$ cat src/logic/dac_params.svh
`ifndef DAC_PARAMS_SVH
`define DAC_PARAMS_SVH

// DAC converter width.
`define DAC_DATA_WIDTH 14

// one table sample; low 14 bits are two's complement.
`define SAMPLE_WIDTH 16

// table word address, two samples per word.
`define TABLE_ADDR_WIDTH 8
`define INDEX_WIDTH (`TABLE_ADDR_WIDTH + 1)

`define PHASE_WIDTH 16

// aclk cycles per output sample pair.
`define DAC_TICK_DIV 8

`endif

$ cat src/logic/dac_ddr_out.sv
`timescale 1ns/100ps
`include "dac_params.svh"

module dac_ddr_out
(
  input  logic                       aclk,
  input  logic                       arst_n,
  input  logic                       run,
  input  logic [`SAMPLE_WIDTH-1:0]   sample_a,
  input  logic [`SAMPLE_WIDTH-1:0]   sample_b,
  input  logic                       primed_a,
  input  logic                       primed_b,
  output logic                       dac_clk,
  output logic                       dac_rst,
  output logic                       dac_sel,
  output logic [`DAC_DATA_WIDTH-1:0] dac_dat
);

  localparam int DW = `DAC_DATA_WIDTH;

  logic          out_en;
  logic [DW-1:0] dat_a_q;
  logic [DW-1:0] dat_b_q;
  logic          rst_q;

  assign out_en = run & primed_a & primed_b;

  always_ff @(posedge aclk or negedge arst_n)
  begin
    if (!arst_n)
    begin
      dat_a_q <= '0;
      dat_b_q <= '0;
      rst_q   <= 1'b1;
    end
    else
    begin
      if (out_en)
      begin
        // two's complement to offset binary.
        dat_a_q <= {~sample_a[DW-1], sample_a[DW-2:0]};
        dat_b_q <= {~sample_b[DW-1], sample_b[DW-2:0]};
      end
      else
      begin
        dat_a_q <= '0;
        dat_b_q <= '0;
      end
      rst_q <= ~out_en;
    end
  end

  // behavioral DDR output, channel a in the high half.
  assign dac_dat = aclk ? dat_a_q : dat_b_q;
  assign dac_sel = ~aclk;
  assign dac_clk = ~aclk;
  assign dac_rst = rst_q;

endmodule

$ cat config.mk
export PLATFORM = sky130hd
export DESIGN_NAME = dac_ddr_out
export DESIGN_NICKNAME = d
export VERILOG_FILES = /design/src/logic/dac_ddr_out.sv
export VERILOG_INCLUDE_DIRS = /design/src /design/src/logic
export SDC_FILE = /design/constraint.sdc
export NUM_CORES = 1
export LEC_CHECK = 0
export BUFFER_PORTS_ARGS = -buffer_cell sky130_fd_sc_hd__buf_2
export CAP_MARGIN = 30
export CORE_MARGIN = 4
export CORE_UTILIZATION = 40
export DETAILED_ROUTE_END_ITERATION = 16
export MAX_ROUTING_LAYER = met4
export PLACE_DENSITY = 0.81
export RECOVER_POWER = 50
export SETUP_SLACK_MARGIN = 0.1
export SYNTH_ARGS = -nofsm -noshare
export SYNTH_HDL_FRONTEND = slang
export SYNTH_SLANG_ARGS = --single-unit
$ cat constraint.sdc
create_clock -name aclk -period 1.1 [get_ports aclk]
set_input_delay 0.22 -clock aclk [delete_from_list [all_inputs] [get_ports aclk]]
set_output_delay 0.22 -clock aclk [all_outputs]
set_load 0.02 [all_outputs]
==> results of run 1 <==
## routing by layer
metal	track usage [%]	vias to the layer above
li1	-	432
met1	11.9	467
met2	22.6	42
met3	8.61	14
met4	20.5	0
met5	-	-
## logic make-up after synthesis
group | synth area share (%)
buffers and inverters | 6.68
muxes | 15.3
and+or+nand+nor | 20.1
DFF | 57.9
## per-stage QoR
step | area (sq um) | instances | utilization [%] | setup TNS (ps) | hold slack (ps)
final | 1850 | 187 | 61.1 | -6710 | 125
after global routing | 1850 | 187 | 61.1 | -7090 | 94.7
after CTS | 1840 | 186 | 60.7 | -7550 | 116
after detailed placement | 1490 | 167 | 49.1 | -1120 | 243
after global placement | 1490 | 167 | 49.1 | -1120 | 226
after floorplan | 1260 | 85 | - | -2940 | -75.6
## flip-flops by register name, indices dropped and copies added (netlist names)
| name | cells |
|---|---|
| dac_rst | 1 |
| dat_b_q | 14 |
| dat_a_q | 14 |
## cells in the final DEF (no fill, tap or decap)
cell type | Yosys | routed
buf_6 | 1 | 17
buf_2 | 5 | 31
clkinvlp_4 | 0 | 2
buf_4 | 1 | 2
buf_8 | 0 | 4
inv_8 | 0 | 2
clkbuf_1 | 3 | 2
mux2_2 | 5 | 5
dfrtp_1 | 28 | 28
inv_6 | 0 | 1
dlygate4sd3_1 | 0 | 1
and4b_1 | 2 | 2
mux2_4 | 9 | 9
dfstp_2 | 1 | 1
clkbuf_4 | 0 | 4
clkbuf_16 | 0 | 4
and4_1 | 26 | 26
nand3_1 | 1 | 1
clkinv_4 | 0 | 1
## cell usage after synthesis (all sizes together)
cell type / number / area share (%)
and4: 26 / 18
and4b: 2 / 1.6
buf: 8 / 5.1
clkbuf: 4 / 1.3
dfrtp: 28 / 56
dfstp: 1 / 2.1
inv: 1 / 0.30
mux2: 14 / 15
nand3: 1 / 0.40
## final timing paths
check,startpoint,endpoint,slack [ps],cells past startpoint
max in group asynchronous,arst_n,dat_b_q[9],390,3
min in group asynchronous,arst_n,dat_a_q[11],360,3
hold / removal,sample_a[13],dat_a_q[13],130,2
setup / recovery,aclk,dac_dat[7],-470,5
## what timing repair did
action	4_1_cts	5_1_grt
gates resized for setup	38	4
gates cloned	0	0
hold buffers	1	0
endpoints found under the setup margin	17	17
setup buffers	0	1
hold endpoints to repair	28	0
## power by group through the flow
stage,sequential (mW),combinational (mW),clock [mW]
after global placement,1.12,0.126,0.633
final,1.10,0.136,3.23
after CTS,1.10,0.141,3.18
after floorplan,1.12,0.0514,1.06
after global routing,1.11,0.155,3.44
after detailed placement,1.12,0.136,0.633
## layout make-up
cell class	count	share of cell area, %
clock buffers	30	20.6
clock inverters	6	2.97
multi-input cells	43	24.0
flip-flops and latches	29	39.3
well taps	44	2.97
repair buffers	35	10.1
==> summary.txt, run 1 <==
outcome = complete, but fails checks
failing checks = negative setup slack
Max Cap Violations = 0
area of the multi-input gates = 444 sq um
Nets = 177
Final setup viols = 17
crit path capture type = primary output
CP dominant cell by count = buf_8
DRC Markers = 0
sw frac = 31.7%
Die ar. = 0.00410 sq mm
Crit Path Category = clock port to primary output
routability-driven placement congestion ratio = 0.658
post-synthesis cell type count = 14
diodes inserted = 0
Critical-path top delay cell = mux2_4
effective utilization at floorplan = 41.4%
Max FO, Critical Path = 4
vias per cell = 5.11
P&R area growth vs syn = 47.5%
drt pass-1 iters = 5
internal power = 3.05 mW
worst slew pin tran = 899 ps
metal2 WL = 1.51 mm
Power Density = 2410 mW/mm^2
first-pass GRT wire length = 4.57 mm
Fillers = 229
crit-path cells = buf_8 -> buf_8 -> clkbuf_16 -> mux2_4 -> buf_6
1st-iter DRT viols = 35
Buf+Inv Stages, Crit Path = 4
antenna viol nets, final = 0
all-layer global routing usage = 15.6%
Syn Std Cell Area = 0.00125 sq mm
sequential area share after synthesis = 57.9%
CTS tree = yes
Horiz. Die Dim = 64.0 microns
Fin. Hold Viols = 0
core box area = 0.00303 sq mm
Buffers on Ports = 49
clock share of power = 72.3%
pre-CTS WS = -90.8 ps
Avg Inst Size Synth = 14.8 sq um
relative slew slack = 40.1%
unrepaired setup endpoints after global routing = yes
post-synthesis cell count = 85
Syn Nets = 122
Ports = 54
CP required = 880 ps
LEAKAGE = 0.955 nW
CTS clk-pin slew, worst paths = 130 ps
setup ws final = -469 ps
CP top delay family = buffers and inverters
Net Switching = 1.42 mW
total gr overflow = 0
final wirelength = 2.79 mm
Worst VDD drop = 727 uV
vias in the first global route = 1213
Yosys warnings = 0
met3 wire length = 206 microns
crit path DAT = 1350 ps
Seq. cell area = 727 sq um
via count = 955
Worst Hold Class = primary input to register
met1 WL = 965 microns
power share of the combinational group = 3.1%
floorplan row count = 20
top sig layer = met4
per-cell routed wire length = 14.9 microns
share of layout cells above drive strength 1 = 58.0%
Worst Setup Start Kind = clock port
Power Total = 4.47 mW
Slew Limit Fails = 0
die height = 64.0 microns
Synth Register Bits = 29
initial antenna violation count = 0
register share of total power = 24.7%
largest net degree at the start of global routing = 30
slowest stage delay, CP = 300 ps
(Power assumes the default switching activity.)
==> run 2: changes to the inputs <==
--- a/config.mk
+++ b/config.mk
@@ -6,15 +6,14 @@
 export SDC_FILE = /design/constraint.sdc
 export NUM_CORES = 1
 export LEC_CHECK = 0
+export ABC_AREA = 1
 export BUFFER_PORTS_ARGS = -buffer_cell sky130_fd_sc_hd__buf_2
 export CAP_MARGIN = 30
 export CORE_MARGIN = 4
-export CORE_UTILIZATION = 40
+export CORE_UTILIZATION = 25
 export DETAILED_ROUTE_END_ITERATION = 16
-export MAX_ROUTING_LAYER = met4
-export PLACE_DENSITY = 0.81
+export PLACE_DENSITY_LB_ADDON = 0.15
 export RECOVER_POWER = 50
-export SETUP_SLACK_MARGIN = 0.1
 export SYNTH_ARGS = -nofsm -noshare
 export SYNTH_HDL_FRONTEND = slang
 export SYNTH_SLANG_ARGS = --single-unit
==> run 2 against run 1 <==
- the flow still finishes with violations (negative setup slack)
- clock power is 140% higher
- design area is 52% higher
- worst setup slack better by 130 ps
- via count is 22% higher
- first-iteration DRC count is 23% lower
- final cell count is 61% higher
- hold slack worse by 120 ps
- combinational power is 40% higher
- utilization is 2.0 points lower
- synthesized cell count is 56% higher
- critical path depth is 1 higher
- non-clock buffer count is 16 higher
- highest routed layer unchanged
==> summary.txt, run 2 <==
Ports = 54 (unchanged)
sequential area share after synthesis = 58.9% (+1.0 points)
via count = 1167 (+22%)
sw frac = 44.2% (+13 points)
Nets = 269 (+52%)
Yosys warnings = 0 (unchanged)
CP top delay family = buffers and inverters
setup ws final = -335 ps (+134 ps)
Fin. Hold Viols = 0 (unchanged)
register share of total power = 12.3% (-12 points)
Synth async-reset ratio = 100% (unchanged)
post-synthesis cell type count = 12 (-2)
Power Density = 3240 mW/mm^2 (+34%)
internal power = 5.07 mW (+66%)
Synth top area share = 56.8% (+0.96 points)
Max Cap Violations = 0 (unchanged)
largest net degree at the start of global routing = 30 (unchanged)
post-synthesis cell count = 133 (+56%)
Net Switching = 4.02 mW (+180%)
Buf+Inv Stages, Crit Path = 4 (unchanged)
routability-driven placement congestion ratio = 0.731 (+11%)
Avg Inst Size Synth = 9.28 sq um (-37%)
Worst Setup Start Kind = clock port
diodes inserted = 0 (unchanged)
power share of the combinational group = 2.1% (-1.0 points)
antenna viol nets, final = 0 (unchanged)
DP HPWL = 1.79 mm
effective utilization at floorplan = 25.9% (-15 points)
Area contributors post-synth = dfrtp_1 (57%), nand2_1 (13%), nor2_4 (9.1%)
clock share of power = 85.6% (+13 points)
largest area contributor in the netlist = dfrtp_1
Crit Path Category = clock port to primary output
DRC Markers = 0 (unchanged)
Primary FF master, synth = dfrtp_1
Die ar. = 0.00612 sq mm (+49%)
Synth top cells by count = nand2_1 (42), dfrtp_1 (28), inv_1 (26), nor2_1 (18), nor2_4 (10)
Slew Limit Fails = 0 (unchanged)
commonest non-fill, non-tap cell in the layout = buf_2
Worst Hold Class = primary input to register
Horiz. Die Dim = 78.2 microns (+22%)
Critical-path top delay cell = clkbuf_16
Fillers = 404 (+76%)
first-pass GRT wire length = 5.69 mm (+24%)
outcome = complete, but fails checks
final wirelength = 3.21 mm (+15%)
Worst VDD drop = 1870 uV (+160%)
CTS tree = yes
core box area = 0.00475 sq mm (+57%)
hold-critical path depth = 3 (+1)
count of flip-flops with a built-in enable after synthesis = 0 (unchanged)
Synth Register Bits = 29 (unchanged)
top-count cell post-synth = nand2_1
crit path capture type = primary output
CP required = 880 ps (about the same)
P&R area growth vs syn = 128%
relative slew slack = 36.6% (-3.5 points)
unrepaired setup endpoints after global routing = yes
Syn Std Cell Area = 0.00123 sq mm (-1.7%)
worst slew pin tran = 951 ps (+52.1 ps)
drt pass-1 iters = 4 (-1)
Syn Nets = 170 (+39%)
Hold WS = 3.74 ps (-121 ps)
per-cell routed wire length = 10.7 microns (-28%)
Power Total = 9.09 mW (+100%)
share of layout cells above drive strength 1 = 62.0% (+3.9 points)
die height = 78.2 microns (+22%)
initial antenna violation count = 0 (unchanged)
failing checks = negative setup slack
vias per cell = 3.88 (-24%)
all-layer global routing usage = 12.4% (-3.2 points)
crit path DAT = 1210 ps (-140 ps)
floorplan row count = 25 (+25%)
LEAKAGE = 1.58 nW (+66%)
Max FO, Critical Path = 6 (+2)
slowest stage delay, CP = 230 ps (-70 ps)
vias in the first global route = 1716 (+41%)
Hold Startpoint = sample_a[2]
1st-iter DRT viols = 27 (-23%)
WHS Endpoint = dat_a_q[2]
total gr overflow = 0 (unchanged)
CTS clk-pin slew, worst paths = 30 ps (-100 ps)
leading cell types in the layout, fill and taps excluded = buf_2 (31), nand2_4 (30), dfrtp_1 (28)
Final setup viols = 45 (+28)
crit-path cells = clkbuf_16 -> clkbuf_16 -> inv_16 -> nand2_4 -> nand2_4 -> buf_6
Buffers on Ports = 49 (unchanged)
==> run 2: cell types whose count changed in the layout (fill, tap and decap cells not counted), sizes merged, moves of 5 or more <==
cell,previous run,this run
nor2,0,28
nand2,0,42
mux2,14,0
clkbuf,10,15
inv,3,42
and4,26,0
dlygate4sd3,1,15
==> run 2: power by group through the flow <==
stage | registers [mW] | clock network, mW | logic [mW]
CTS | 1.11 | 7.65 | 0.201
floorplan | 1.13 | 1.20 | 0.0684
global placement | 1.13 | 0.874 | 0.163
global route | 1.12 | 8.24 | 0.218
detailed placement | 1.13 | 0.874 | 0.164
finish | 1.12 | 7.78 | 0.191
==> run 2: through the flow <==
stage          instances  utilization, %  cell area (sq um)  TNS (ps)  setup slack, ps
5_1_grt              301            59.1               2810     -5690             -361
6_report             301            59.1               2810     -4760             -335
3_3_place_gp         246            35.8               1700     -14.7            -4.94
4_1_cts              296            58.2               2770     -5090             -345
2_1_floorplan        133               -               1410      -158            -18.6
3_5_place_dp         246            35.8               1700     -14.8            -5.08
==> run 2: worst max-delay path by stage <==
stage          from     endpoint  slack, ps  cells after the start
2_1_floorplan  aclk  dac_dat[10]        -20                      4
3_3_place_gp   aclk  dac_dat[10]         -5                      4
3_5_place_dp   aclk  dac_dat[10]         -5                      4
4_1_cts        aclk   dac_dat[4]       -340                      6
5_1_grt        aclk   dac_dat[2]       -360                      6
6_report       aclk   dac_dat[4]       -330                      6
==> run 2: metal layers <==
metal,share of wire [%],global-route usage (%),vias up
met4,3.0,20.5,0
met5,0,0,-
met2,56,14.6,51
met1,33,8.23,540
met3,8.0,12.4,8
li1,-,-,568
==> run 2: kinds of logic (layout without fill, tap and decap cells) <==
family / after synthesis / after routing / share of synthesized area (%)
buffers and inverters: 33 / 134 / 13.3
DFF: 29 / 29 / 58.9
and+or+nand+nor: 71 / 71 / 27.8
==> run 2: area by class of cell <==
class | instances | area, sq um | area share, %
clock inverters | 20 | 415 | 14.8
repair buffers | 51 | 338 | 12.0
clock buffers | 37 | 549 | 19.6
well taps | 67 | 83.8 | 2.98
inverters | 26 | 97.6 | 3.47
multi-input cells | 71 | 598 | 21.3
flip-flops and latches | 29 | 727 | 25.9
==> run 2: repair_timing <==
item	4_1_cts	5_1_grt
buffers inserted	5	2
hold endpoints to repair	38	3
setup endpoints to repair	45	45
hold buffers	12	3
gates resized for setup	73	6
pin swaps	11	7
gates cloned	2	0
==> run 2: tightest hold or removal path, delay by kind of cell <==
kind                   cells  cell delay (ps)
AND/OR/NAND/NOR            1               90
buffers and inverters      2              130
