`config.mk`:
```
export PLATFORM = sky130hd
export DESIGN_NAME = wave_player
export DESIGN_NICKNAME = d
export VERILOG_FILES = /design/src/logic/dac_pkg.sv /design/src/logic/wave_player.sv
export VERILOG_INCLUDE_DIRS = /design/src /design/src/logic
export SDC_FILE = /design/constraint.sdc
export NUM_CORES = 1
export LEC_CHECK = 0
export ABC_CLOCK_PERIOD_IN_PS = 2100
export BUFFER_PORTS_ARGS = -buffer_cell sky130_fd_sc_hd__buf_2
export CAP_MARGIN = 15
export CORE_UTILIZATION = 40
export DETAILED_ROUTE_END_ITERATION = 8
export HOLD_SLACK_MARGIN = 0.06
export PLACE_DENSITY = 0.69
export SLEW_MARGIN = 5
export SYNTH_ARGS = -nofsm -noshare
export SYNTH_HDL_FRONTEND = slang
export SYNTH_SLANG_ARGS = --single-unit
```
`constraint.sdc`:
```
create_clock -name aclk -period 2.1 [get_ports aclk]
set_input_delay 0.105 -clock aclk [delete_from_list [all_inputs] [get_ports aclk]]
set_output_delay 0.105 -clock aclk [all_outputs]
set_load 0.01 [all_outputs]
```
`src/logic/dac_params.svh`:
```
`ifndef DAC_PARAMS_SVH
`define DAC_PARAMS_SVH

// DAC converter width.
`define DAC_DATA_WIDTH 14

// one table sample; low 14 bits are two's complement.
`define SAMPLE_WIDTH 16

// table word address, two samples per word.
`define TABLE_ADDR_WIDTH 8
`define INDEX_WIDTH (`TABLE_ADDR_WIDTH + 1)

`define PHASE_WIDTH 16

// aclk cycles per output sample pair.
`define DAC_TICK_DIV 8

`endif

```
`src/logic/dac_pkg.sv`:
```
`include "dac_params.svh"

package dac_pkg;

  // one table word; host writes it whole, players pick a half.
  typedef union packed
  {
    logic [2*`SAMPLE_WIDTH-1:0]       raw;
    logic [1:0][`SAMPLE_WIDTH-1:0]    half;  // half[0] is the even sample.
  } sample_word_u;

  // who owns the table port in a given cycle.
  typedef enum logic [1:0]
  {
    REQ_HOST = 2'd0,
    REQ_A    = 2'd1,
    REQ_B    = 2'd2
  } requester_e;

endpackage

```
`src/logic/wave_player.sv`:
```
`timescale 1ns/100ps
`include "dac_params.svh"

module wave_player
  import dac_pkg::*;
(
  input  logic                     aclk,
  input  logic                     arst_n,
  input  logic                     run,
  input  logic                     tick,
  input  logic [`PHASE_WIDTH-1:0]  step,
  output logic                     req,
  output logic [`INDEX_WIDTH-1:0]  sample_index,
  input  logic                     grant,
  input  logic                     rd_valid,
  input  sample_word_u             rd_word,
  output logic [`SAMPLE_WIDTH-1:0] sample,
  output logic                     primed
);

  logic [`PHASE_WIDTH-1:0] phase_q;
  logic                    half_sel_q;

  assign sample_index = phase_q[`PHASE_WIDTH-1 -: `INDEX_WIDTH];

  always_ff @(posedge aclk or negedge arst_n)
  begin
    if (!arst_n)
    begin
      req     <= 1'b0;
      phase_q <= '0;
      primed  <= 1'b0;
    end
    else if (!run)
    begin
      req     <= 1'b0;
      phase_q <= '0;
      primed  <= 1'b0;
    end
    else
    begin
      // a new tick re-arms even if the old fetch is served now.
      if (tick)
      begin
        req <= 1'b1;
      end
      else if (grant)
      begin
        req <= 1'b0;
      end

      if (grant)
      begin
        phase_q <= phase_q + step;  // advance on grant, never lose a step.
      end

      if (rd_valid)
      begin
        primed <= 1'b1;
      end
    end
  end

  always_ff @(posedge aclk)
  begin
    if (grant)
    begin
      half_sel_q <= sample_index[0];
    end
    if (rd_valid)
    begin
      sample <= rd_word.half[half_sel_q];
    end
  end

endmodule

```
==> flow_summary_export.csv, run 1 <==
group,metric,value,unit
layout,drive_gt1_frac,0.4482,
logic_synthesis,yosys.area.top_type,"edfxtp_1",
sta,drv_slew,0,
setup_path,crit_type,"flip-flop to flip-flop",
logic_synthesis,synth.most_common_cell,"dfrtp_1",
logic_synthesis,ys_types,41,
setup_path,ff2ff_setup_slack,-160,ps
sta,setup_violations,3,
logic_synthesis,synthCells,214,
floorplan,rows,26,
setup_path,r2r_cells,9,
run,maxCapViolCount,0,
layout,finalNonFillerCells,369,
detailed_routing,firstDrtPassIters,4,
outcome,violations,"negative setup slack",
setup_path,path_depth,9,
detailed_routing,ant_nets,0,
setup_path,cp_max_fo,3,
cts,cts_max_level,2,
placed_design,port_buffers,80,
global_route,grt_pass1_vias,2005,
floorplan,start_util,0.4285,
layout,multi_input_area,0.001261,mm2
sta,layout_setup_ws,-162.6,ps
sta,fin_worst_skew,5.148,ps
setup_path,crit_path_frequent_cell,"o31a_1",
layout,fill_cells,503,
layout,fin_nets,368,
setup_path,path_buf_inv,1,
power,peakVddDrop,0.3323,mV
setup_path,cp-start-kind,"flip-flop",
placed_design,post-place-cells,353,
setup_path,timing.rr.start,"phase_q[0]",
sta,min_period_over_period,1.077,
logic_synthesis,synth_edf_count,17,
floorplan,die_w,77.14,um
detailed_routing,wl_per_cell,14.42,um
sta,relSlewSlack,0.5490,
power,power.density,701.5,mW/mm2
cts,clk_pin_slew,70,ps
global_route,grt_start_max_net_pins,24,
detailed_routing,vias,1911,
global_route,met3_usage,0.04167,
sta,hold_viol_final,0,
cts,cts_buffers,5,
sta,rsz0062_at_grt,"true",
floorplan,design.die.area,0.005951,mm2
logic_synthesis,synth_ff_type,"dfrtp_1",
power,leakagePower,1.370,nW
setup_path,cp-endpoint,"phase_q[8]",
setup_path,cp.arrival,2440,ps
layout,diodes,0,
min_path,hp-class,"input pin to flip-flop",
detailed_routing,drc,0,
detailed_routing,viasPerCell,5.179,
logic_synthesis,async_flop_share,0.5143,
logic_synthesis,yosys_warnings,0,
placed_design,dp_slack,-178.3,ps
detailed_routing,drtIter0Drc,93,
logic_synthesis,postSynthAreaPerCell,10.55,um2
setup_path,worst_setup_path_end_kind,"flip-flop",
logic_synthesis,syn_area,0.002258,mm2
layout,synthToLayoutAreaGrowth,30.64,%
setup_path,critical_path_required,2280,ps
detailed_routing,wl,5.321,mm
layout,seq_area,960.9,um2
floorplan,io_pins,81,
floorplan,die_h,77.14,um
cts,cts_buffer_depth,2,
outcome,status,"finished, violations left",
global_route,busiest_layer,"met2",
setup_path,startpoint,"phase_q[0]",
placed_design,dpl.hpwl,3.876,mm
logic_synthesis,synthTopCellsByArea,"edfxtp_1, dfrtp_1, mux2_2",
placed_design,place_congestion,0.8629,
setup_path,worst_path_max_delay_cell,"dfrtp_1",
cts,clkSinkCount,35,
sta,tightest_slew,676.5,ps
cts,clk_latency,290,ps
setup_path,cpLargestDelayFamily,"compound AO/OA/AOI/OAI gates",
global_route,track_usage,0.1848,
logic_synthesis,synth_common_cells,"dfrtp_1, edfxtp_1, mux2_2",
global_route,grt_antenna_before_repair,0,
power,power,2.070,mW
sta,tns,-410.5,ps
logic_synthesis,syn_nets,284,
cts,cts-root-buf,"clkbuf_8",
logic_synthesis,ys_seq_elements,35,
sta,period_needed,2263,ps
setup_path,rr_endpoint,"phase_q[8]",
global_route,grtUsageMet1,0.2210,
setup_path,crit_chain,"ha_2 -> inv_2 -> fa_2 -> nor2b_4 -> o31a_1 -> o31a_1 -> o21a_1 -> or3_1 -> a32o_1",
global_route,grt_remaining_overflow,0,
global_route,grt_pass1_wl,8.735,mm
floorplan,fp.coreArea,0.005270,mm2
cts,cts_tree,"yes",
sta,fmaxAchievable,0.4420,GHz
logic_synthesis,ys_seq_area_frac,0.4255,
setup_path,slowest_delay,380,ps
logic_synthesis,yosys.area.top_type_share,0.2260,
global_route,grt_util_met2,0.3159,
-- worst min path at each step --
stage	slack, ps	from	cells past startpoint	endpoint
after global routing	100	rd_word[6]	2	sample[6]
after floorplan	-190	arst_n	0	phase_q[0]
after CTS	110	rd_word[6]	2	sample[6]
final	120	rd_word[29]	2	sample[13]
after global placement	80	arst_n	1	phase_q[11]
after detailed placement	80	arst_n	1	phase_q[11]
-- registers in the layout, indices dropped and copies added, names as in the netlist --
register    cells
req             1
phase_q        16
sample         16
primed          1
half_sel_q      1
-- kinds of logic after synthesis --
logic type / after synthesis / share of synthesized area
AOI/OAI and AO/OA: 55 / 0.1618
xor gates and xnor gates: 7 / 0.02715
adders and majority gates: 16 / 0.09197
buffers and inverters: 26 / 0.05817
DFF: 35 / 0.4255
muxes: 24 / 0.1158
and+or+nand+nor: 51 / 0.1197
-- layout by cell type (no fill, tap or decap), types with 2 or more instances in the layout --
cell,instances
a21o_1,5
a21oi_1,14
a32o_1,2
and2_1,2
and3_1,2
buf_2,80
buf_4,13
clkbuf_8,5
dfrtp_1,18
dlygate4sd3_1,2
edfxtp_1,17
ha_1,11
ha_4,3
inv_1,6
mux2_2,17
mux2i_1,7
nand2_1,15
nand3_1,7
nand3b_1,3
nand4_1,2
nor2_1,5
nor2b_1,7
o211a_1,2
o211ai_1,3
o21a_1,5
o21ai_0,10
o21bai_1,2
o31a_1,2
or3_1,2
xnor2_1,5
xor2_1,2
-- final cells by class --
type	instances	area share
multi-input cells	153	0.4275
clock inverters	2	0.004241
inverters	7	0.008906
well taps	70	0.02969
flip-flops and latches	35	0.3257
clock buffers	6	0.02460
repair buffers	96	0.1794
-- where the power goes --
part,internal (mW),switching (mW),total [mW]
Combinational,0.373,0.361,0.734
Sequential,0.800,0.0528,0.853
Clock,0.232,0.251,0.483
-- stage by stage --
step / cell area, um2 / util / hold WS [ps]
after floorplan: 2261 / - / -190.6
after global placement: 2704 / 0.5131 / 76.39
after detailed placement: 2704 / 0.5131 / 80.77
after CTS: 2826 / 0.5363 / 112.3
after global routing: 2950 / 0.5598 / 105.0
final: 2950 / 0.5598 / 116.4
-- metal layers --
metal | routed length [um] | vias to the layer above
met2 | 2697 | 54
met4 | 109 | 0
met3 | 246 | 10
li1 | - | 945
met5 | 0 | -
met1 | 2266 | 902
-- repair_timing --
action,in CTS,in global routing
setup endpoints to repair,7,9
endpoints found under the hold margin,19,0
pin swaps,0,4
hold buffers,2,0
buffers inserted,1,5
gates resized for setup,3,18
-- worst register-to-register path: cells and delay by family (launching register included) --
family	cells	cell delay (ps)
fa+ha+maj	2	400
compound gates	4	980
buf+inv	1	50
flops	1	380
simple gates	2	350
Power figures use the tool's default switching activity.
==> run 2, diff against run 1 <==
Settings changed: BUFFER_PORTS_ARGS -buffer_cell sky130_fd_sc_hd__buf_2 to -buffer_cell sky130_fd_sc_hd__clkbuf_2, MAX_ROUTING_LAYER set to met4, REMOVE_ABC_BUFFERS set to 1.
==> flow_summary_export.csv, run 2 (synthesis results as in run 1) <==
group,metric,value,unit
outcome,status,"finished, violations left",
outcome,violations,"negative setup slack",
sta,tightest_slew,681.1,ps
placed_design,dpl.hpwl,3.853,mm
sta,setup_violations,3,
setup_path,crit_path_frequent_cell,"o31a_1",
setup_path,slowest_delay,390,ps
floorplan,fp.coreArea,0.005270,mm2
setup_path,crit_chain,"ha_2 -> inv_2 -> fa_2 -> nor2b_4 -> o31a_1 -> o31a_1 -> o21a_1 -> or3_1 -> a32o_1",
cts,cts_max_level,2,
detailed_routing,wl_per_cell,14.09,um
placed_design,place_congestion,0.8492,
detailed_routing,viasPerCell,5.163,
setup_path,crit_type,"flip-flop to flip-flop",
detailed_routing,drc,0,
sta,layout_setup_ws,-157.4,ps
layout,mostFrequentLayoutCells,"clkbuf_2, dfrtp_1, mux2_2, edfxtp_1, nand2_1",
floorplan,io_pins,81,
floorplan,die_w,77.14,um
sta,rsz0062_at_grt,"true",
power,p_sw_frac,0.3180,
sta,period_needed,2257,ps
power,peakVddDrop,0.3509,mV
run,maxCapViolCount,0,
detailed_routing,wl,5.200,mm
layout,largestRegisters,"phase_q (16), sample (16)",
sta,hold_ws,121.6,ps
cts,cts-root-buf,"clkbuf_8",
detailed_routing,ant_nets,0,
setup_path,cp_max_fo,3,
cts,cts_buffers,5,
power,seq_power_share,0.419,
sta,hold_viol_final,0,
power,pwr-share-clk,0.235,
detailed_routing,firstDrtPassIters,4,
power,p_sw,0.6478,mW
cts,clkSinkCount,35,
cts,cts_tree,"yes",
setup_path,cpLargestDelayFamily,"compound AO/OA/AOI/OAI gates",
sta,fin_worst_skew,5.647,ps
setup_path,critical_path_required,2280,ps
global_route,track_usage,0.1885,
min_path,hp-class,"input pin to flip-flop",
floorplan,die_h,77.14,um
global_route,grt_antenna_before_repair,0,
layout,synthToLayoutAreaGrowth,29.86,%
layout,diodes,0,
global_route,grt_start_max_net_pins,21,
setup_path,worst_path_max_delay_cell,"dfrtp_1",
global_route,grt_remaining_overflow,0,
global_route,grt_pass1_wl,8.528,mm
floorplan,start_util,0.4285,
power,combPwrFrac,0.346,
placed_design,port_buffers,80,
setup_path,cp-start-kind,"flip-flop",
sta,relSlewSlack,0.5459,
setup_path,worst_setup_path_end_kind,"flip-flop",
layout,fill_cells,503,
detailed_routing,wl_met2,2.571,mm
setup_path,cp.arrival,2440,ps
global_route,grt_pass1_vias,1862,
detailed_routing,wl_met3,170,um
power,leakagePower,1.368,nW
layout,fin_nets,368,
setup_path,path_buf_inv,1,
cts,clk_latency,290,ps
detailed_routing,wl_met1,2.301,mm
cts,clk_pin_slew,70,ps
detailed_routing,drtIter0Drc,138,
floorplan,design.die.area,0.005951,mm2
cts,cts_buffer_depth,2,
power,p_int,1.390,mW
layout,final_util,0.5565,
detailed_routing,vias,1905,
sta,fmaxAchievable,0.4430,GHz
layout,final_common_cell,"clkbuf_2",
sta,min_period_over_period,1.075,
power,power.density,694.6,mW/mm2
floorplan,rows,26,
layout,drive_gt1_frac,0.4448,
sta,drv_slew,0,
detailed_routing,highest_layer,"met4",
## run 2: cell types whose count changed in the layout (fill, tap and decap cells not counted), sizes merged
cell	previous run	this run
clkbuf	6	86
buf	94	14
## run 2: cell type report
type / instances / area [um2] / area share
Tap cell: 70 / 87.58 / 0.02986
Multi-Input combinational cell: 153 / 1240 / 0.4228
Clock inverter: 2 / 12.51 / 0.004266
Sequential cell: 35 / 960.9 / 0.3276
Inverter: 7 / 26.28 / 0.008959
Clock buffer: 6 / 72.57 / 0.02474
Timing Repair Buffer: 96 / 533.0 / 0.1817
## run 2: per-layer routing
| metal | track usage | up-vias |
|---|---|---|
| li1 | - | 945 |
| met1 | 0.2275 | 902 |
| met2 | 0.3097 | 44 |
| met3 | 0.02500 | 14 |
| met4 | 0.09057 | 0 |
| met5 | - | - |
## run 2: power by group through the flow
stage,Combinational (mW),Clock (mW),Sequential [mW]
2_1_floorplan,0.387,0,0.883
5_1_grt,0.782,0.532,0.863
6_report,0.705,0.479,0.853
3_5_place_dp,0.651,0,0.865
3_3_place_gp,0.640,0,0.860
4_1_cts,0.675,0.499,0.850
## run 2: final timing paths
path	cells after the start	from	slack, ps	end
min reg2reg	1	primed	500	primed
max in group asynchronous	2	arst_n	1450	phase_q[15]
max	9	phase_q[0]	-160	phase_q[8]
min in group asynchronous	2	arst_n	310	phase_q[4]
max reg2reg	9	phase_q[0]	-160	phase_q[8]
min	2	rd_word[2]	120	sample[2]
## run 2: what timing repair did
action / 4_1_cts / 5_1_grt
hold buffers: 2 / 0
endpoints found under the setup margin: 6 / 8
hold endpoints to repair: 19 / 0
gates resized for setup: 7 / 12
pin swaps: 3 / 3
setup buffers: 2 / 2
## run 2: through the flow
stage               cell area (um2)  setup TNS, ps  setup slack (ps)  power, mW  cells
floorplan                      2153         -159.3            -159.3      1.271    195
CTS                            2858         -299.7            -155.0      2.024    367
detailed placement             2716         -441.0            -180.1      1.515    355
global route                   2933         -800.9            -256.4      2.176    369
global placement               2716         -263.2            -138.3      1.500    355
finish                         2933         -315.9            -157.4      2.037    369
