--- src/logic/dac_params.svh ---
`ifndef DAC_PARAMS_SVH
`define DAC_PARAMS_SVH

// DAC converter width.
`define DAC_DATA_WIDTH 14

// one table sample; low 14 bits are two's complement.
`define SAMPLE_WIDTH 16

// table word address, two samples per word.
`define TABLE_ADDR_WIDTH 8
`define INDEX_WIDTH (`TABLE_ADDR_WIDTH + 1)

`define PHASE_WIDTH 16

// aclk cycles per output sample pair.
`define DAC_TICK_DIV 8

`endif

--- src/logic/dac_pkg.sv ---
`include "dac_params.svh"

package dac_pkg;

  // one table word; host writes it whole, players pick a half.
  typedef union packed
  {
    logic [2*`SAMPLE_WIDTH-1:0]       raw;
    logic [1:0][`SAMPLE_WIDTH-1:0]    half;  // half[0] is the even sample.
  } sample_word_u;

  // who owns the table port in a given cycle.
  typedef enum logic [1:0]
  {
    REQ_HOST = 2'd0,
    REQ_A    = 2'd1,
    REQ_B    = 2'd2
  } requester_e;

endpackage

--- src/logic/sample_arbiter.sv ---
`timescale 1ns/100ps
`include "dac_params.svh"

module sample_arbiter
  import dac_pkg::*;
(
  input  logic                         aclk,
  input  logic                         arst_n,
  input  logic                         wr_en,
  input  logic [`TABLE_ADDR_WIDTH-1:0] wr_addr,
  input  sample_word_u                 wr_data,
  input  logic                         req_a,
  input  logic                         req_b,
  input  logic [`INDEX_WIDTH-1:0]      index_a,
  input  logic [`INDEX_WIDTH-1:0]      index_b,
  output logic                         grant_a,
  output logic                         grant_b,
  output logic                         rd_valid_a,
  output logic                         rd_valid_b,
  output sample_word_u                 rd_word,
  output logic                         ram_we,
  output logic [`TABLE_ADDR_WIDTH-1:0] ram_addr,
  output sample_word_u                 ram_wdata,
  input  sample_word_u                 ram_rdata
);

  logic       rr_b_q;     // set when player b has priority.
  logic       owner_vld_q;
  requester_e owner_q;
  requester_e winner;

  // host write always wins the port.
  assign grant_a = ~wr_en & req_a & (~req_b | ~rr_b_q);
  assign grant_b = ~wr_en & req_b & (~req_a | rr_b_q);

  always_comb
  begin
    ram_we    = wr_en;
    ram_wdata = wr_data;
    if (wr_en)
    begin
      winner   = REQ_HOST;
      ram_addr = wr_addr;
    end
    else if (grant_b)
    begin
      winner   = REQ_B;
      ram_addr = index_b[`INDEX_WIDTH-1:1];
    end
    else
    begin
      winner   = REQ_A;
      ram_addr = index_a[`INDEX_WIDTH-1:1];
    end
  end

  always_ff @(posedge aclk or negedge arst_n)
  begin
    if (!arst_n)
    begin
      rr_b_q      <= 1'b0;
      owner_vld_q <= 1'b0;
      owner_q     <= REQ_HOST;
    end
    else
    begin
      if (grant_a || grant_b)
      begin
        rr_b_q <= grant_a;  // last winner yields.
      end
      owner_vld_q <= grant_a | grant_b;
      owner_q     <= winner;
    end
  end

  // ram output lines up with the registered owner.
  assign rd_word    = ram_rdata;
  assign rd_valid_a = owner_vld_q && (owner_q == REQ_A);
  assign rd_valid_b = owner_vld_q && (owner_q == REQ_B);

endmodule

--- config.mk ---
export PLATFORM = sky130hd
export DESIGN_NAME = sample_arbiter
export DESIGN_NICKNAME = d
export VERILOG_FILES = /design/src/logic/dac_pkg.sv /design/src/logic/sample_arbiter.sv
export VERILOG_INCLUDE_DIRS = /design/src /design/src/logic
export SDC_FILE = /design/constraint.sdc
export NUM_CORES = 1
export LEC_CHECK = 0
export BUFFER_PORTS_ARGS = -buffer_cell sky130_fd_sc_hd__buf_2
export CORE_AREA = 2 2 67 69
export DETAILED_ROUTE_END_ITERATION = 8
export DIE_AREA = 0 0 69 71
export PLACE_DENSITY = 0.76
export SLEW_MARGIN = 40
export SYNTH_ARGS = -nofsm -noshare
export SYNTH_HDL_FRONTEND = slang
export SYNTH_SLANG_ARGS = --single-unit
--- constraint.sdc ---
create_clock -name aclk -period 2.5 [get_ports aclk]
set_input_delay 0.25 -clock aclk [delete_from_list [all_inputs] [get_ports aclk]]
set_output_delay 0.25 -clock aclk [all_outputs]
set_load 0.01 [all_outputs]
==> results.json, run 1 <==
{
  "status": "complete, no violations",
  "worst-path-max-fanout": 9,
  "synth_area_per_cell_um2": 8.13,
  "dpl.hpwl_um": 1540,
  "slowest_delay_ns": 0.47,
  "worst_skew_pair.late_latency_ns": 0.21,
  "pwr_density_cell_mw_per_mm2": 472,
  "port_buffers": 41,
  "ys_seq_area_frac": 0.122,
  "num-fill-cells": 488,
  "maxCapViolations": 0,
  "cp-start-kind": "flip-flop",
  "syn_nets": 196,
  "tightest_slew_ns": 0.619,
  "ir_drop_mv": 0.110,
  "core_mm2": 0.00420,
  "antenna_found_initial": 0,
  "fp.dieW_um": 69,
  "die_area_mm2": 0.00490,
  "clockBufferDepth": 2,
  "final_cells": 131,
  "drtIter0Drc": 4,
  "fmax_mhz": 556,
  "area_growth_pct": -22.1,
  "crit_path_top_delay_cell": "nor3_2",
  "rr_endpoint": "owner_q[0]$_DFF_PN0_",
  "grt_start_max_net_pins": 16,
  "hold_slack_ns": 0.290,
  "root_buffer": "clkbuf_8",
  "crit_cells": 4,
  "seq_area_um2": 100,
  "start_util": 0.195,
  "layout.nets": 176,
  "crit_buf_inv": 1,
  "dr.pass1.iters": 3,
  "clock-sinks": 4,
  "cts.repair.resized": 0,
  "timing.final.crit_share": 0.720,
  "yosys_warnings": 0,
  "rr_startpoint": "rr_b_q$_DFFE_PN0P_",
  "wl_per_cell_um": 13.6,
  "overflow": 0,
  "netlist_area_um2": 821,
  "critPathCaptureType": "output pin",
  "synth_cells": 101,
  "min_path_type": "in -> reg",
  "finalHoldViolations": 0,
  "synth_top_area_share": 0.595,
  "wirelength_um": 1780,
  "drive_above_1_share": 0.582,
  "htree_num_levels": 1,
  "antenna_left": 0,
  "die-height_um": 71,
  "cts-buffers-inserted": 3,
  "post-route-min-period_ns": 1.80,
  "clk_pin_slew_ns": 0.03,
  "relSlewSlack": 0.585,
  "postCtsHoldBufs": 1,
  "endpoint": "ram_addr[7]",
  "leakagePower_nw": 0.337,
  "fin_skew_ns": 0.000613,
  "finalSetupTns_ns": 0,
  "num_rows": 24,
  "post-cts-setup-buffers": 0,
  "grt_use_total": 0.0721,
  "final_common_cell": "buf_2",
  "top_level_ports": 172,
  "critPathRequiredTime_ns": 2.25,
  "synth_area_leaders": "buf_4 (59%), dfrtp_1 (12%), a221o_1 (9.8%)",
  "crit_type": "reg -> out",
  "r2r_setup_slack_ns": 1.44,
  "cts_tree": "yes",
  "ys_types": 17,
  "vias": 555,
  "yosys.area.top_type": "buf_4",
  "final_cell_mix": "buf_2 (41), and2_1 (8), a221o_1 (8)",
  "multi_input_area_um2": 214,
  "grt_pass1_vias": 552,
  "drc": 0,
  "critical_path.startpoint": "rr_b_q$_DFFE_PN0P_",
  "cp_top_family": "simple AND/OR/NAND/NOR gates",
  "placed_cells_incl_taps": 127,
  "synth.ff_latch_count": 4,
  "vias_per_cell": 4.24,
  "setup_viol": 0,
  "final_max_slew_viol_count": 0,
  "cp.arrival_ns": 1.55,
  "gp_congestion": 0.616,
  "antenna_cells": 0,
  "grt_setup_unrepaired": "false",
  "rr_worst_depth": 2,
  "cp_cell_sequence": "nor2b_4, nor3_2, a221o_1, buf_2",
  "grt_first_pass_wirelength_um": 2680
}
stage by stage:
step | util | power, W | instance area, um^2 | setup WS [ns]
4_1_cts | 0.152 | 0.000308 | 639 | 0.672
6_report | 0.152 | 0.000302 | 639 | 0.701
3_3_place_gp | 0.140 | 0.000169 | 588 | 0.858
3_5_place_dp | 0.140 | 0.000171 | 588 | 0.851
5_1_grt | 0.152 | 0.000324 | 639 | 0.524
2_1_floorplan | - | 0.000234 | 821 | 1.13
flip-flops by register name, indices dropped and copies added (netlist names):
name         flops
rr_b_q           1
owner_vld_q      1
owner_q          2
cell usage after synthesis:
cell type  instances
a21oi_1            1
a221o_1            8
and2_1             8
and3b_1            1
buf_4             65
buf_6              1
clkbuf_1           1
dfrtp_1            4
inv_1              1
nand2_1            1
nand2b_1           1
nor2_1             3
nor2b_4            1
nor3_1             1
nor3_2             1
o21ai_0            2
o21ba_1            1
worst reg2reg max path: stages, from the launching register on:
cell	delay, ns
dfrtp_1	0.42
nor2b_4	0.15
o21ba_1	0.35
power by group:
| group | switching (W) | total (W) | leakage (nW) | internal (W) |
|---|---|---|---|---|
| clock network | 0.0000301 | 0.000132 | 0.0216 | 0.000102 |
| logic | 0.0000429 | 0.0000917 | 0.265 | 0.0000488 |
| registers | 0.00000598 | 0.0000778 | 0.0502 | 0.0000718 |
| total | 0.0000790 | 0.000302 | 0.337 | 0.000223 |
kinds of logic after synthesis:
kind of cell           count (synthesis)  synth area share
AO/OA/AOI/OAI                         12             0.128
buffers and inverters                 68             0.617
flip-flops                             4             0.122
AND/OR/NAND/NOR                       17             0.133
how the worst min path moves through the flow:
stage                     startpoint  slack, ns                     to  depth (start not counted)
final                          req_b       0.29  owner_vld_q$_DFF_PN0_                          3
after global routing           req_b       0.31  owner_vld_q$_DFF_PN0_                          3
after CTS                      req_b       0.29  owner_vld_q$_DFF_PN0_                          3
after detailed placement      arst_n       0.06     rr_b_q$_DFFE_PN0P_                          1
after global placement        arst_n       0.05     rr_b_q$_DFFE_PN0P_                          1
after floorplan               arst_n      -0.05   owner_q[0]$_DFF_PN0_                          0
cell type report:
type                       count  share of cell area
inverter                       1             0.00587
sequential                     4               0.157
tap                           52               0.102
multi-input combinational     29               0.335
clock buffer                   3              0.0646
timing repair buffer          42               0.337
metal layers:
metal  GRT usage  vias to the layer above  part of all wire
li1            -                      222                 -
met4       0.122                        0              0.13
met2       0.108                       69              0.42
met5           0                        -                 0
met3      0.0356                       32              0.18
met1      0.0517                      232              0.26
No activity file was read; power rests on OpenSTA's default activity.
==> run 2, diff against run 1 <==
--- a/config.mk
+++ b/config.mk
@@ -7,10 +7,10 @@
 export NUM_CORES = 1
 export LEC_CHECK = 0
 export BUFFER_PORTS_ARGS = -buffer_cell sky130_fd_sc_hd__buf_2
-export CORE_AREA = 2 2 67 69
+export CORE_AREA = 2 2 66 68
 export DETAILED_ROUTE_END_ITERATION = 8
-export DIE_AREA = 0 0 69 71
-export PLACE_DENSITY = 0.76
+export DIE_AREA = 0 0 68 70
+export PLACE_DENSITY = 0.81
 export SLEW_MARGIN = 40
 export SYNTH_ARGS = -nofsm -noshare
 export SYNTH_HDL_FRONTEND = slang
==> constraint.sdc (replaced) <==
create_clock -name aclk -period 1.6 [get_ports aclk]
set_input_delay 0.16 -clock aclk [delete_from_list [all_inputs] [get_ports aclk]]
set_output_delay 0.16 -clock aclk [all_outputs]
set_load 0.01 [all_outputs]
==> results.json, run 2 (synthesis gave the netlist of run 1 again) <==
{
  "crit_type": "reg -> out",
  "num_rows": 24,
  "largest_reg_flops": 2,
  "grt_first_pass_wirelength_um": 2680,
  "p_seq_frac": 0.251,
  "overflow": 0,
  "clock-sinks": 4,
  "wl_met1_um": 449,
  "relSlewSlack": 0.741,
  "ir_drop_mv": 0.138,
  "routed-wl-met2_um": 970,
  "cts_tree": "yes",
  "min_path_type": "in -> reg",
  "start_util": 0.198,
  "tightest_slew_ns": 0.387,
  "worstHoldEndpoint": "owner_vld_q$_DFF_PN0_",
  "clockBufferDepth": 2,
  "final_common_cell": "buf_2",
  "min-delay-start": "req_b",
  "core_mm2": 0.00414,
  "swShare": 0.271,
  "critical_path.startpoint": "rr_b_q$_DFFE_PN0P_",
  "grt_pass1_vias": 530,
  "antenna_found_initial": 0,
  "top_register": "owner_q",
  "leakagePower_nw": 0.339,
  "p_switching_w": 0.000132,
  "grt_start_max_net_pins": 16,
  "cp.arrival_ns": 1.43,
  "timing.final.crit_share": 0.995,
  "wl_per_cell_um": 14.4,
  "combPwrFrac": 0.317,
  "pwr_density_cell_mw_per_mm2": 747,
  "drtIter0Drc": 3,
  "port_buffers": 41,
  "worst-path-max-fanout": 9,
  "final_max_slew_viol_count": 0,
  "clk_pin_slew_ns": 0.03,
  "rr_worst_depth": 2,
  "gp_congestion": 0.683,
  "dpl.hpwl_um": 1650,
  "vias": 525,
  "rr_endpoint": "owner_q[0]$_DFF_PN0_",
  "rr_startpoint": "rr_b_q$_DFFE_PN0P_",
  "seq_area_um2": 100,
  "num-fill-cells": 477,
  "htree_num_levels": 1,
  "critPathRequiredTime_ns": 1.44,
  "drc": 0,
  "dr.pass1.iters": 2,
  "hold_depth": 3,
  "layout.nets": 177,
  "finalSetupTns_ns": 0,
  "antenna_cells": 0,
  "cts-buffers-inserted": 3,
  "finalHoldViolations": 0,
  "final_util": 0.158,
  "reg.largest.list": "owner_q (2), owner_vld_q (1), rr_b_q (1)",
  "grt_setup_unrepaired": "true",
  "antenna_left": 0,
  "die-height_um": 70,
  "final_cell_mix": "buf_2 (41), and2_1 (8), a221o_1 (8)",
  "wl_met3_um": 416,
  "top_level_ports": 172,
  "multi_input_area_um2": 220,
  "p_int_w": 0.000356,
  "wirelength_um": 1900,
  "area_growth_pct": -20.4,
  "fmax_mhz": 628,
  "highest_layer": "met4",
  "die_area_mm2": 0.00476,
  "post-route-min-period_ns": 1.59,
  "setup_viol": 0,
  "critPathCaptureType": "output pin",
  "fp.dieW_um": 68,
  "status": "complete, no violations",
  "maxCapViolations": 0,
  "fin_skew_ns": 0.00217,
  "worst_skew_pair.late_latency_ns": 0.22,
  "grt_use_total": 0.0742,
  "power.share.clock": 0.432,
  "cp-start-kind": "flip-flop",
  "root_buffer": "clkbuf_8",
  "drive_above_1_share": 0.600,
  "vias_per_cell": 3.98,
  "r2r_setup_slack_ns": 0.63
}
[run 2: how the worst max path moves through the flow]
stage	slack, ns	cells past startpoint	endpoint
after detailed placement	0.08	4	ram_addr[6]
after global placement	0.12	4	ram_addr[6]
after global routing	-0.06	4	ram_addr[1]
after CTS	0.007	4	ram_addr[6]
after floorplan	0.32	3	ram_addr[0]
final	0.008	4	ram_addr[6]
[run 2: repair_timing]
item,4_1_cts,5_1_grt
setup buffers,0,1
hold buffers,1,0
endpoints found under the setup margin,9,8
resized for setup,2,0
endpoints found under the hold margin,4,0
[run 2: worst max-delay path: stages, from the launching register on]
cell	delay [ns]
dfrtp_1	0.42
nor2b_4	0.07
o21ba_2	0.27
a221o_1	0.30
buf_2	0.14
[run 2: per-stage QoR]
stage / total power (W) / std cells / area [um^2] / hold slack (ns) / setup slack, ns
after floorplan: 0.000365 / 101 / 821 / -0.136 / 0.317
after global placement: 0.000263 / 127 / 588 / -0.0358 / 0.117
after detailed placement: 0.000267 / 127 / 588 / -0.0348 / 0.0809
after CTS: 0.000484 / 131 / 646 / 0.203 / 0.00676
after global routing: 0.000518 / 132 / 653 / 0.239 / -0.0602
final: 0.000488 / 132 / 653 / 0.199 / 0.00818
[run 2: metal layers]
metal,up-vias,global-route usage
met4,0,0.0444
met5,-,0
met3,14,0.0435
met1,213,0.0545
met2,73,0.137
li1,225,-
[run 2: power by group through the flow]
stage	combinational [W]	sequential, W	clock [W]
2_1_floorplan	0.000245	0.000121	0
3_3_place_gp	0.000141	0.000122	0
3_5_place_dp	0.000144	0.000123	0
4_1_cts	0.000150	0.000122	0.000212
5_1_grt	0.000173	0.000124	0.000222
6_report	0.000155	0.000122	0.000211
[run 2: area by class of cell]
class	instances	area share
Sequential cell	4	0.153
Timing Repair Buffer	43	0.341
Tap cell	52	0.0996
Inverter	1	0.00575
Multi-Input combinational cell	29	0.337
Clock buffer	3	0.0632
==> run 3, diff against run 2 <==
--- a/config.mk
+++ b/config.mk
@@ -7,10 +7,10 @@
 export NUM_CORES = 1
 export LEC_CHECK = 0
 export BUFFER_PORTS_ARGS = -buffer_cell sky130_fd_sc_hd__buf_2
-export CORE_AREA = 2 2 66 68
+export CORE_AREA = 2 2 67 69
 export DETAILED_ROUTE_END_ITERATION = 8
-export DIE_AREA = 0 0 68 70
-export PLACE_DENSITY = 0.81
+export DIE_AREA = 0 0 69 71
+export PLACE_DENSITY = 0.68
 export SLEW_MARGIN = 40
 export SYNTH_ARGS = -nofsm -noshare
 export SYNTH_HDL_FRONTEND = slang
==> constraint.sdc (replaced) <==
create_clock -name aclk -period 2 [get_ports aclk]
set_input_delay 0.2 -clock aclk [delete_from_list [all_inputs] [get_ports aclk]]
set_output_delay 0.2 -clock aclk [all_outputs]
set_load 0.01 [all_outputs]
==> results.json, run 3 (synthesis gave the netlist of run 1 again) <==
{
  "status": "complete, no violations",
  "final_common_cell": "buf_2",
  "grt_setup_unrepaired": "false",
  "grt_use_total": 0.0724,
  "clock-sinks": 4,
  "die-height_um": 71,
  "clockBufferDepth": 2,
  "vias_per_cell": 4.02,
  "antenna_cells": 0,
  "vias": 531,
  "maxCapViolations": 0,
  "reg.largest.list": "owner_q (2), owner_vld_q (1), rr_b_q (1)",
  "htree_num_levels": 1,
  "stdcell_area_um2": 647,
  "drtIter0Drc": 2,
  "grt_start_max_net_pins": 16,
  "drc": 0,
  "relSlewSlack": 0.755,
  "fmax_mhz": 584,
  "worst-path-max-fanout": 9,
  "dpl.hpwl_um": 1540,
  "placed_area_um2": 596,
  "antenna_left": 0,
  "critPathRequiredTime_ns": 1.80,
  "area_growth_pct": -21.2,
  "dr.pass1.iters": 4,
  "wirelength_um": 1830,
  "r2r_setup_slack_ns": 0.93,
  "gp_congestion": 0.654,
  "post-cts-setup-buffers": 0,
  "antenna_found_initial": 0,
  "top_register": "owner_q",
  "fin_skew_ns": 0.00279,
  "finalSetupTns_ns": 0,
  "post-route-min-period_ns": 1.71,
  "power_w": 0.000384,
  "grt_pass1_vias": 539,
  "grt_first_pass_wirelength_um": 2630,
  "final_max_slew_viol_count": 0,
  "wl_per_cell_um": 13.8,
  "layout.nets": 177,
  "overflow": 0,
  "wl_met1_um": 446,
  "ir_drop_mv": 0.189,
  "cts.repair.resized": 0,
  "largest_reg_flops": 2,
  "final_cells": 132,
  "die_area_mm2": 0.00490,
  "placed_cells_incl_taps": 128,
  "finalHoldViolations": 0,
  "cts-buffers-inserted": 3,
  "drive_above_1_share": 0.588,
  "routed-wl-met2_um": 877,
  "pwr_density_cell_mw_per_mm2": 593,
  "wl_met3_um": 287,
  "setup_viol": 0,
  "num_rows": 24,
  "cp.arrival_ns": 1.51,
  "timing.final.crit_share": 0.856,
  "top_level_ports": 172,
  "min_path_type": "in -> reg",
  "critPathCaptureType": "output pin",
  "final_cell_mix": "buf_2 (41), and2_1 (8), a221o_1 (8)",
  "start_util": 0.195,
  "cp-start-kind": "flip-flop",
  "root_buffer": "clkbuf_8",
  "port_buffers": 41,
  "cts_tree": "yes",
  "hold_slack_ns": 0.259,
  "worst_skew_pair.late_latency_ns": 0.22,
  "leakagePower_nw": 0.342,
  "postCtsHoldBufs": 1,
  "clk_pin_slew_ns": 0.03,
  "core_mm2": 0.00420,
  "crit_type": "reg -> out",
  "tightest_slew_ns": 0.368,
  "fp.dieW_um": 69,
  "highest_layer": "met4"
}
## run 3: cell types whose count changed in the layout (fill, tap and decap cells not counted)
cell / before / now
nor3_2: 0 / 1
nor3_4: 1 / 0
o21ba_1: 0 / 1
o21ba_2: 1 / 0
## run 3: worst max-delay path: stages (launching register included)
cell and delay, ns:
dfrtp_1 0.42, nor2b_4 0.15, nor3_2 0.04, buf_4 0.17, a221o_1 0.36, buf_2 0.14
## run 3: path summary, 6_finish.rpt
path / startpoint / endpoint / depth (start not counted)
max: rr_b_q$_DFFE_PN0P_ / ram_addr[1] / 5
min: req_a / owner_vld_q$_DFF_PN0_ / 3
max reg2reg: rr_b_q$_DFFE_PN0P_ / owner_q[0]$_DFF_PN0_ / 2
min reg2reg: rr_b_q$_DFFE_PN0P_ / rr_b_q$_DFFE_PN0P_ / 1
max in group asynchronous: arst_n / owner_q[0]$_DFF_PN0_ / 2
min in group asynchronous: arst_n / owner_vld_q$_DFF_PN0_ / 2
## run 3: through the flow
stage / util / setup WS (ns)
finish: 0.154 / 0.287
CTS: 0.154 / 0.263
global route: 0.154 / 0.175
global placement: 0.142 / 0.509
detailed placement: 0.142 / 0.505
floorplan: - / 0.677
## run 3: final cells by class
type | instances | area (um^2)
fill | 477 | 3560
clock buffer | 3 | 41.3
sequential | 4 | 100
inverter | 1 | 3.75
tap | 52 | 65.1
multi-input combinational | 29 | 214
timing repair buffer | 43 | 223
## run 3: metal layers
metal	vias up	GRT usage
met5	-	0
met4	0	0.111
met3	24	0.0342
met2	65	0.120
met1	218	0.0482
li1	224	-
## run 3: power breakdown
group / switching, W / leakage, nW / total [W] / internal [W]
logic: 0.0000547 / 0.270 / 0.000117 / 0.0000627
clock network: 0.0000405 / 0.0216 / 0.000169 / 0.000128
registers: 0.00000788 / 0.0502 / 0.0000977 / 0.0000898
